==> src/dz_pkg.sv <==
package dz_pkg;

    // glyph index into the bitmap table
    typedef enum logic [3:0] {
        G_LVL0  = 4'd0,
        G_LVL1  = 4'd1,
        G_LVL2  = 4'd2,
        G_LVL3  = 4'd3,
        G_LVL4  = 4'd4,
        G_LVL5  = 4'd5,
        G_FAN   = 4'd6,
        G_DROP  = 4'd7,
        G_WARN  = 4'd8,
        G_BLANK = 4'd9
    } glyph_e;

    typedef enum logic {
        MODE_LEVEL = 1'b0,  // fill level from temperature
        MODE_ICON  = 1'b1   // fixed icon from the icon input
    } mode_e;

    // request into the display block, sampled once per frame
    typedef struct packed {
        glyph_e glyph;
        logic   alarm;
    } disp_req_t;

    typedef struct packed {
        logic [2:0] row_idx;
        logic       frame_start;    // one cycle, row_idx just wrapped to 0
    } scan_t;

    // rising thresholds, index 0 is the lowest
    localparam logic [4:0][7:0] LEVEL_THRESH = {8'd200, 8'd160, 8'd120, 8'd80, 8'd40};

    // level only drops once the code is this far under its threshold
    localparam logic [7:0] LEVEL_HYST = 8'd8;

    localparam logic [2:0] ALARM_LEVEL = 3'd5;

endpackage

==> src/heat_level.sv <==
`timescale 1ns/100ps

module heat_level (
    input  logic       clk,
    input  logic       rst,
    input  logic       sample,
    input  logic [7:0] temp_code,
    output logic [2:0] level,
    output logic       alarm
);

    logic [2:0] up_cnt;
    logic [2:0] level_nxt;
    logic [7:0] fall_lim;

    // count of thresholds met by the current code
    always_comb
    begin
        up_cnt = 3'd0;
        for (int i = 0; i < 5; i++)
        begin
            if (temp_code >= dz_pkg::LEVEL_THRESH[i])
                up_cnt = up_cnt + 3'd1;
        end
    end

    always_comb
    begin
        fall_lim = 8'd0;
        if (level != 3'd0)
            fall_lim = dz_pkg::LEVEL_THRESH[level - 3'd1] - dz_pkg::LEVEL_HYST;
    end

    // rise straight to the new count, fall one step per sample
    always_comb
    begin
        level_nxt = level;
        if (up_cnt > level)
            level_nxt = up_cnt;
        else if (level != 3'd0 && temp_code < fall_lim)
            level_nxt = level - 3'd1;
    end

    always_ff @(posedge clk or posedge rst)
    begin
        if (rst)
        begin
            level <= 3'd0;
            alarm <= 1'b0;
        end
        else if (sample)
        begin
            level <= level_nxt;
            alarm <= (level_nxt == dz_pkg::ALARM_LEVEL);
        end
    end

    a_level_range: assert property (@(posedge clk) disable iff (rst) level <= 3'd5)
        else $error("heat_level: level out of range");

endmodule

==> src/row_scanner.sv <==
`timescale 1ns/100ps

module row_scanner #(
    parameter int SCAN_DIV = 4
) (
    input  logic          clk,
    input  logic          rst,
    output dz_pkg::scan_t scan
);

    // at least one bit so SCAN_DIV of 1 still builds
    localparam int CW = (SCAN_DIV > 1) ? $clog2(SCAN_DIV) : 1;

    logic [CW-1:0] pre_cnt;
    logic          step;

    assign step = (pre_cnt == CW'(SCAN_DIV - 1));

    always_ff @(posedge clk or posedge rst)
    begin
        if (rst)
        begin
            pre_cnt          <= '0;
            scan.row_idx     <= 3'd0;
            scan.frame_start <= 1'b0;
        end
        else
        begin
            scan.frame_start <= step && (scan.row_idx == 3'd7);    // wrap to row 0
            if (step)
            begin
                pre_cnt      <= '0;
                scan.row_idx <= scan.row_idx + 3'd1;
            end
            else
                pre_cnt <= pre_cnt + 1'b1;
        end
    end

    a_frame_on_row0: assert property (@(posedge clk) disable iff (rst)
        scan.frame_start |-> scan.row_idx == 3'd0)
        else $error("row_scanner: frame_start away from row 0");

endmodule

==> src/glyph_rom.sv <==
`timescale 1ns/100ps

module glyph_rom (
    input  dz_pkg::glyph_e glyph,
    input  logic [2:0]     row_idx,
    output logic [7:0]     cols
);

    always_comb
    begin
        cols = 8'b0000_0000;
        case (glyph)
            dz_pkg::G_LVL0:
            begin
                if (row_idx == 3'd3 || row_idx == 3'd4)
                    cols = 8'b0001_1000;
            end
            dz_pkg::G_LVL1:
            begin
                case (row_idx)
                    3'd2, 3'd5: cols = 8'b0001_1000;
                    3'd3, 3'd4: cols = 8'b0011_1100;
                    default:    cols = 8'b0000_0000;
                endcase
            end
            dz_pkg::G_LVL2:
            begin
                case (row_idx)
                    3'd2, 3'd5: cols = 8'b0011_1100;
                    3'd3, 3'd4: cols = 8'b0111_1110;
                    default:    cols = 8'b0000_0000;
                endcase
            end
            dz_pkg::G_LVL3:
            begin
                case (row_idx)
                    3'd1, 3'd6:             cols = 8'b0011_1100;
                    3'd2, 3'd3, 3'd4, 3'd5: cols = 8'b0111_1110;
                    default:                cols = 8'b0000_0000;
                endcase
            end
            dz_pkg::G_LVL4:
            begin
                case (row_idx)
                    3'd0, 3'd7: cols = 8'b0011_1100;
                    3'd1, 3'd6: cols = 8'b0111_1110;
                    default:    cols = 8'b1111_1111;
                endcase
            end
            dz_pkg::G_LVL5: cols = 8'b1111_1111;    // full panel
            dz_pkg::G_FAN:
            begin
                case (row_idx)
                    3'd0: cols = 8'b0110_0000;
                    3'd1: cols = 8'b0111_0000;
                    3'd2: cols = 8'b0011_0011;
                    3'd3: cols = 8'b0001_1111;
                    3'd4: cols = 8'b1111_1000;
                    3'd5: cols = 8'b1100_1100;
                    3'd6: cols = 8'b0000_1110;
                    3'd7: cols = 8'b0000_0110;
                endcase
            end
            dz_pkg::G_DROP:
            begin
                case (row_idx)
                    3'd0: cols = 8'b0001_1000;
                    3'd1: cols = 8'b0001_1000;
                    3'd2: cols = 8'b0011_1100;
                    3'd3: cols = 8'b0011_1100;
                    3'd4: cols = 8'b0111_1110;
                    3'd5: cols = 8'b0111_1010;  // highlight
                    3'd6: cols = 8'b0111_0110;
                    3'd7: cols = 8'b0011_1100;
                endcase
            end
            dz_pkg::G_WARN:
            begin
                // triangle with a bang
                case (row_idx)
                    3'd0: cols = 8'b0001_1000;
                    3'd1: cols = 8'b0010_0100;
                    3'd2: cols = 8'b0101_1010;
                    3'd3: cols = 8'b0101_1010;
                    3'd4: cols = 8'b1001_1001;
                    3'd5: cols = 8'b1000_0001;
                    3'd6: cols = 8'b1001_1001;
                    3'd7: cols = 8'b1111_1111;
                endcase
            end
            default: cols = 8'b0000_0000;   // blank and unused codes
        endcase
    end

endmodule

==> src/dz_show.sv <==
`timescale 1ns/100ps

module dz_show (
    input  logic              clk,
    input  logic              rst,
    input  logic              st,
    input  dz_pkg::disp_req_t req,
    input  dz_pkg::scan_t     scan,
    output logic [7:0]        row,
    output logic [7:0]        colg,
    output logic [7:0]        colr
);

    dz_pkg::disp_req_t shown_q;
    dz_pkg::disp_req_t cur;
    logic [7:0]        rom_cols;

    // new request takes effect on row 0 of its frame
    assign cur = scan.frame_start ? req : shown_q;

    glyph_rom glyph_rom_i (
        .glyph   (cur.glyph),
        .row_idx (scan.row_idx),
        .cols    (rom_cols)
    );

    always_ff @(posedge clk or posedge rst)
    begin
        if (rst)
        begin
            shown_q <= '{glyph: dz_pkg::G_BLANK, alarm: 1'b0};
            row     <= 8'hff;
            colg    <= 8'h00;
            colr    <= 8'h00;
        end
        else
        begin
            if (scan.frame_start)
                shown_q <= req;
            row  <= ~(8'd1 << scan.row_idx);    // one active-low line
            colg <= st ? rom_cols : 8'h00;
            // red on top of green makes the alarm color
            colr <= (st && cur.alarm) ? rom_cols : 8'h00;
        end
    end

    a_one_row: assert property (@(posedge clk) disable iff (rst)
        !$past(rst) |-> $onehot(~row))
        else $error("dz_show: row lines not one-hot low");

endmodule

==> src/dz_top.sv <==
`timescale 1ns/100ps

module dz_top #(
    parameter int SCAN_DIV = 4
) (
    input  logic           clk,
    input  logic           rst,
    input  logic           st,
    input  logic           sample,
    input  logic [7:0]     temp_code,
    input  dz_pkg::mode_e  mode,
    input  dz_pkg::glyph_e icon,
    output logic [7:0]     row,
    output logic [7:0]     colg,
    output logic [7:0]     colr,
    output logic           alarm
);

    logic [2:0]        level;
    dz_pkg::scan_t     scan;
    dz_pkg::disp_req_t req;

    heat_level heat_level_i (
        .clk       (clk),
        .rst       (rst),
        .sample    (sample),
        .temp_code (temp_code),
        .level     (level),
        .alarm     (alarm)
    );

    row_scanner #(.SCAN_DIV(SCAN_DIV)) row_scanner_i (
        .clk  (clk),
        .rst  (rst),
        .scan (scan)
    );

    // level glyphs sit at codes 0..5
    assign req.glyph = (mode == dz_pkg::MODE_ICON) ? icon : dz_pkg::glyph_e'({1'b0, level});
    assign req.alarm = alarm;

    dz_show dz_show_i (.clk(clk), .rst(rst), .st(st), .req(req), .scan(scan),
                       .row(row), .colg(colg), .colr(colr));

endmodule

==> config.mk <==
export PLATFORM = sky130hd
export DESIGN_NAME = dz_top
export DESIGN_NICKNAME = d
export VERILOG_FILES = /design/src/dz_pkg.sv /design/src/heat_level.sv /design/src/row_scanner.sv /design/src/glyph_rom.sv /design/src/dz_show.sv /design/src/dz_top.sv
export SDC_FILE = /design/constraint.sdc
export NUM_CORES = 1
export LEC_CHECK = 0
export ABC_CLOCK_PERIOD_IN_PS = 6300
export BUFFER_PORTS_ARGS = -buffer_cell sky130_fd_sc_hd__clkbuf_2
export CAP_MARGIN = 20
export CELL_PAD_IN_SITES_DETAIL_PLACEMENT = 0
export CELL_PAD_IN_SITES_GLOBAL_PLACEMENT = 2
export CORE_MARGIN = 3
export CORE_UTILIZATION = 37
export DETAILED_ROUTE_END_ITERATION = 10
export PLACE_DENSITY_LB_ADDON = 0.1
export SYNTH_ARGS = -nofsm -noshare
export SYNTH_HDL_FRONTEND = slang
export SYNTH_SLANG_ARGS = --single-unit
==> constraint.sdc <==
create_clock -name clk -period 6.3 [get_ports clk]
set_input_delay 0.945 -clock clk [delete_from_list [all_inputs] [get_ports clk]]
set_output_delay 0.945 -clock clk [all_outputs]
set_load 0.1 [all_outputs]
==> impl_metrics.yaml <==
run_status:
  outcome: "finished clean"
die:
  rows: 29
  start_util_pct: 39.3
  ios: 42
  dieWidth_um: 89.0
  die_h_um: 89.0
  die_area_um2: 7920
  core-area_um2: 6490
drt:
  viasPerCell: 5.06
  route.detailed.drc: 0
  drt-pass1-iter-count: 5
  wirelength_um: 5360
  postRouteAntennaNets: 0
  drtIter0Drc: 101
  wl_per_cell_um: 13.9
  vias: 1955
placement:
  dp.cells: 378
  gp_congestion: 0.773
  port_buffers: 38
  dp_hpwl_um: 4080
  dp_worst_setup_slack_ns: 1.48
sta:
  fin_hold_ws_ns: 0.429
  finalSetupTns_ns: 0
  fin_crit_ns: 4.49
  rsz0062_at_grt: "false"
  timing.final.crit_share_pct: 71.3
  slew_viol_final: 0
  finalHoldViolCount: 0
  relSlewSlack_pct: 52.6
  max_freq_mhz: 223
  skew_ns: 0.00588
  max_slew.worst_pin.slew_ns: 0.711
  layout_setup_ws_ns: 1.81
  setup_viol: 0
clock_tree:
  cts_hold_buf: 0
  cts.sinks: 39
  numCtsBuffers: 5
  clock_latency_ns: 0.29
  cts_tree: "built"
  post_cts_buffers: 0
  htreeDepth: 2
  post_cts_resized: 0
  cts-root-buf: "clkbuf_8"
  clk_pin_slew_ns: 0.08
  cts_buffer_depth: 2
global_route:
  grt_busiest_layer: "met1"
  met2_usage_pct: 19.9
  grt_pass1_vias: 1785
  antenna_found_initial: 0
  grt_max_degree: 40
  grt_pass1_wl_um: 8950
  use_met1_pct: 22.8
  grtUsageMet3_pct: 2.95
  grtUsageTotal_pct: 14.3
  grt_overflow_total: 0
synth:
  muxShareOfSynthArea_pct: 4.56
  synth_cells: 274
  synth_compound_area_share_pct: 18.8
  syn_area_um2: 2550
  ys_warn_count: 0
  synth_top_family_by_area: "compound AO/OA/AOI/OAI gates"
  synthAdderAreaFrac_pct: 12.8
  ys_seq_area_share_pct: 38.8
  synth-seq-cells: 39
  ys.flop_type: "dfrtp_1"
  syn_nets: 317
  ys_types: 61
  yosys.area_share.xor_xnor_pct: 2.40
  synth.avg_cell_area_um2: 9.31
  synthSimpleGateAreaFrac_pct: 16.9
  synth_edf_count: 0
  synthArstFlopShare_pct: 100
worst_hold_path:
  min_path_type: "reg2reg"
  hp-start: "row_scanner_i.pre_cnt[0]"
setup_path:
  critPathKind: "in2reg"
  cp-start-kind: "primary input"
  rr_startpoint: "heat_level_i.level[0]"
  critPathLaunch: "temp_code[5]"
  crit_end: "heat_level_i.level[2]"
  cp.required_ns: 6.46
  ff2ff_path_depth: 16
  r2r_slack_ns: 2.81
  cp.arrival_ns: 4.65
  worstSetupEndpointType: "flip-flop"
  rr_endpoint: "heat_level_i.level[2]"
  crit_fanout: 10
layout:
  nets: 351
  drive_gt1_share_pct: 22.7
  fin_cells: 386
  n_antenna_cell: 0
  areaGrowthSynthToFinish_pct: 12.2
job:
  max_cap_viol_count: 0
power_and_ir_drop:
  p_comb_share_pct: 55.0
  p_int_mw: 0.563
  power_mw: 1.04
  leakagePower_nw: 1.35
  p_per_area_nw_per_um2: 364
  switching_share_pct: 45.9
  p_seq_share_pct: 29.4
  peakVddDrop_mv: 0.134
  clockPowerShare_pct: 15.7
  switchingPower_mw: 0.477
## cells in the mapped netlist, drive strengths merged, types with 2 or more instances
| master | instances | share of area (%) |
|---|---|---|
| a221oi | 2 | 0.93 |
| a22o | 2 | 0.69 |
| nand4 | 4 | 0.98 |
| buf | 9 | 2.4 |
| nand2b | 6 | 1.5 |
| dfrtp | 29 | 28 |
| xnor2 | 3 | 1.0 |
| and2 | 3 | 0.74 |
| nor2b | 4 | 0.98 |
| xor2 | 4 | 1.4 |
| dfstp | 10 | 10 |
| mux2i | 9 | 3.5 |
| a21oi | 19 | 3.9 |
| a2bb2oi | 2 | 0.69 |
| inv | 20 | 3.0 |
| a21o | 4 | 1.2 |
| nand3 | 4 | 0.79 |
| nor2 | 28 | 4.1 |
| nor3 | 6 | 1.6 |
| o211ai | 2 | 0.59 |
| a211o | 2 | 0.69 |
| o21ai | 14 | 2.9 |
| a31oi | 3 | 0.74 |
| a211oi | 2 | 0.79 |
| or2 | 2 | 0.49 |
| a41oi | 3 | 1.0 |
| ha | 26 | 13 |
| nand2 | 27 | 4.0 |
| o22ai | 2 | 0.49 |
| clkbuf | 3 | 0.44 |
| mux2 | 2 | 1.0 |
## power groups by stage
stage	Combinational (mW)	Clock (mW)	Sequential, mW
final	0.572	0.163	0.306
after global routing	0.638	0.181	0.311
after CTS	0.575	0.170	0.307
after detailed placement	0.571	0	0.312
after global placement	0.570	0	0.312
after floorplan	0.384	0	0.405
## metrics by stage
step | util, % | cell area (um^2)
6_report | 44.1 | 2860
5_1_grt | 44.1 | 2860
4_1_cts | 44.1 | 2860
3_5_place_dp | 42.7 | 2770
3_3_place_gp | 42.7 | 2770
2_1_floorplan | - | 2550
## flip-flops by register name, summed over array words and instances (netlist names)
| name | count |
|---|---|
| dz_show_i.shown_q | 5 |
| row_scanner_i.scan | 4 |
| heat_level_i.alarm | 1 |
| dz_show_i.colg | 8 |
| dz_show_i.row | 8 |
| dz_show_i.colr | 8 |
| heat_level_i.level | 3 |
| row_scanner_i.pre_cnt | 2 |
## area by class of cell
type	count	area, um^2
inverters	20	77.6
clock buffers	5	68.8
repair buffers	39	198
flip-flops and latches	39	988
clock inverters	3	20.0
fillers	642	3630
multi-input cells	203	1410
well taps	77	96.3
## metal layers
layer / up-vias / share of wire (%)
met2: 31 / 39
met5: - / 0
li1: 1035 / -
met1: 887 / 57
met4: 0 / 0.35
met3: 2 / 3.6
## how the worst min path moves through the flow
| stage | to | slack (ns) | cells after the start |
|---|---|---|---|
| floorplan | row_scanner_i.pre_cnt[0] | 0.40 | 1 |
| global placement | row_scanner_i.pre_cnt[0] | 0.41 | 1 |
| detailed placement | row_scanner_i.pre_cnt[0] | 0.42 | 1 |
| CTS | row_scanner_i.pre_cnt[0] | 0.43 | 1 |
| global route | row_scanner_i.pre_cnt[0] | 0.47 | 1 |
| finish | row_scanner_i.pre_cnt[0] | 0.43 | 1 |
## layout by cell type (no fill, tap or decap), types with 2 or more instances in the layout
| cell | Yosys | routed |
|---|---|---|
| clkbuf_2 | 0 | 38 |
| dfrtp_1 | 29 | 29 |
| nor2_1 | 28 | 28 |
| nand2_1 | 27 | 27 |
| ha_1 | 26 | 26 |
| a21oi_1 | 18 | 18 |
| inv_1 | 17 | 17 |
| o21ai_0 | 12 | 12 |
| dfstp_2 | 10 | 10 |
| mux2i_1 | 9 | 9 |
| nand2b_1 | 6 | 6 |
| nor3_1 | 5 | 5 |
| clkbuf_8 | 0 | 5 |
| nor2b_1 | 4 | 4 |
| nand4_1 | 4 | 4 |
| xor2_1 | 4 | 4 |
| a21o_1 | 4 | 4 |
| nand3_1 | 4 | 4 |
| a31oi_1 | 3 | 3 |
| a41oi_1 | 3 | 3 |
| xnor2_1 | 3 | 3 |
| and2_1 | 3 | 3 |
| or2_2 | 2 | 2 |
| a2bb2oi_1 | 2 | 2 |
| o22ai_1 | 2 | 2 |
| a22o_1 | 2 | 2 |
| a211o_1 | 2 | 2 |
| inv_2 | 2 | 2 |
| o211ai_1 | 2 | 2 |
| clkinvlp_4 | 0 | 2 |
## cell families (layout without fill, tap and decap cells)
family | count (synthesis) | count (layout)
muxes | 11 | 11
and+or+nand+nor | 90 | 90
buffers and inverters | 32 | 67
DFF | 39 | 39
xor gates and xnor gates | 7 | 7
adders and majority gates | 26 | 26
AOI/OAI and AO/OA | 69 | 69
## worst max-delay path: stages
cell and delay (ns):
clkbuf_2 0.15, or2_2 0.31, a21o_1 0.20, inv_1 0.05, ha_1 0.31, xnor2_1 0.18
ha_1 0.29, a31oi_1 0.22, nand2_1 0.08, ha_1 0.28, nor2_1 0.04, a31oi_1 0.32
ha_1 0.33, nor2b_1 0.13, o21ai_0 0.21, a32oi_1 0.12, and2_1 0.18, a2bb2oi_1 0.19
o21ai_0 0.12
No activity file was read; power rests on OpenSTA's default activity.
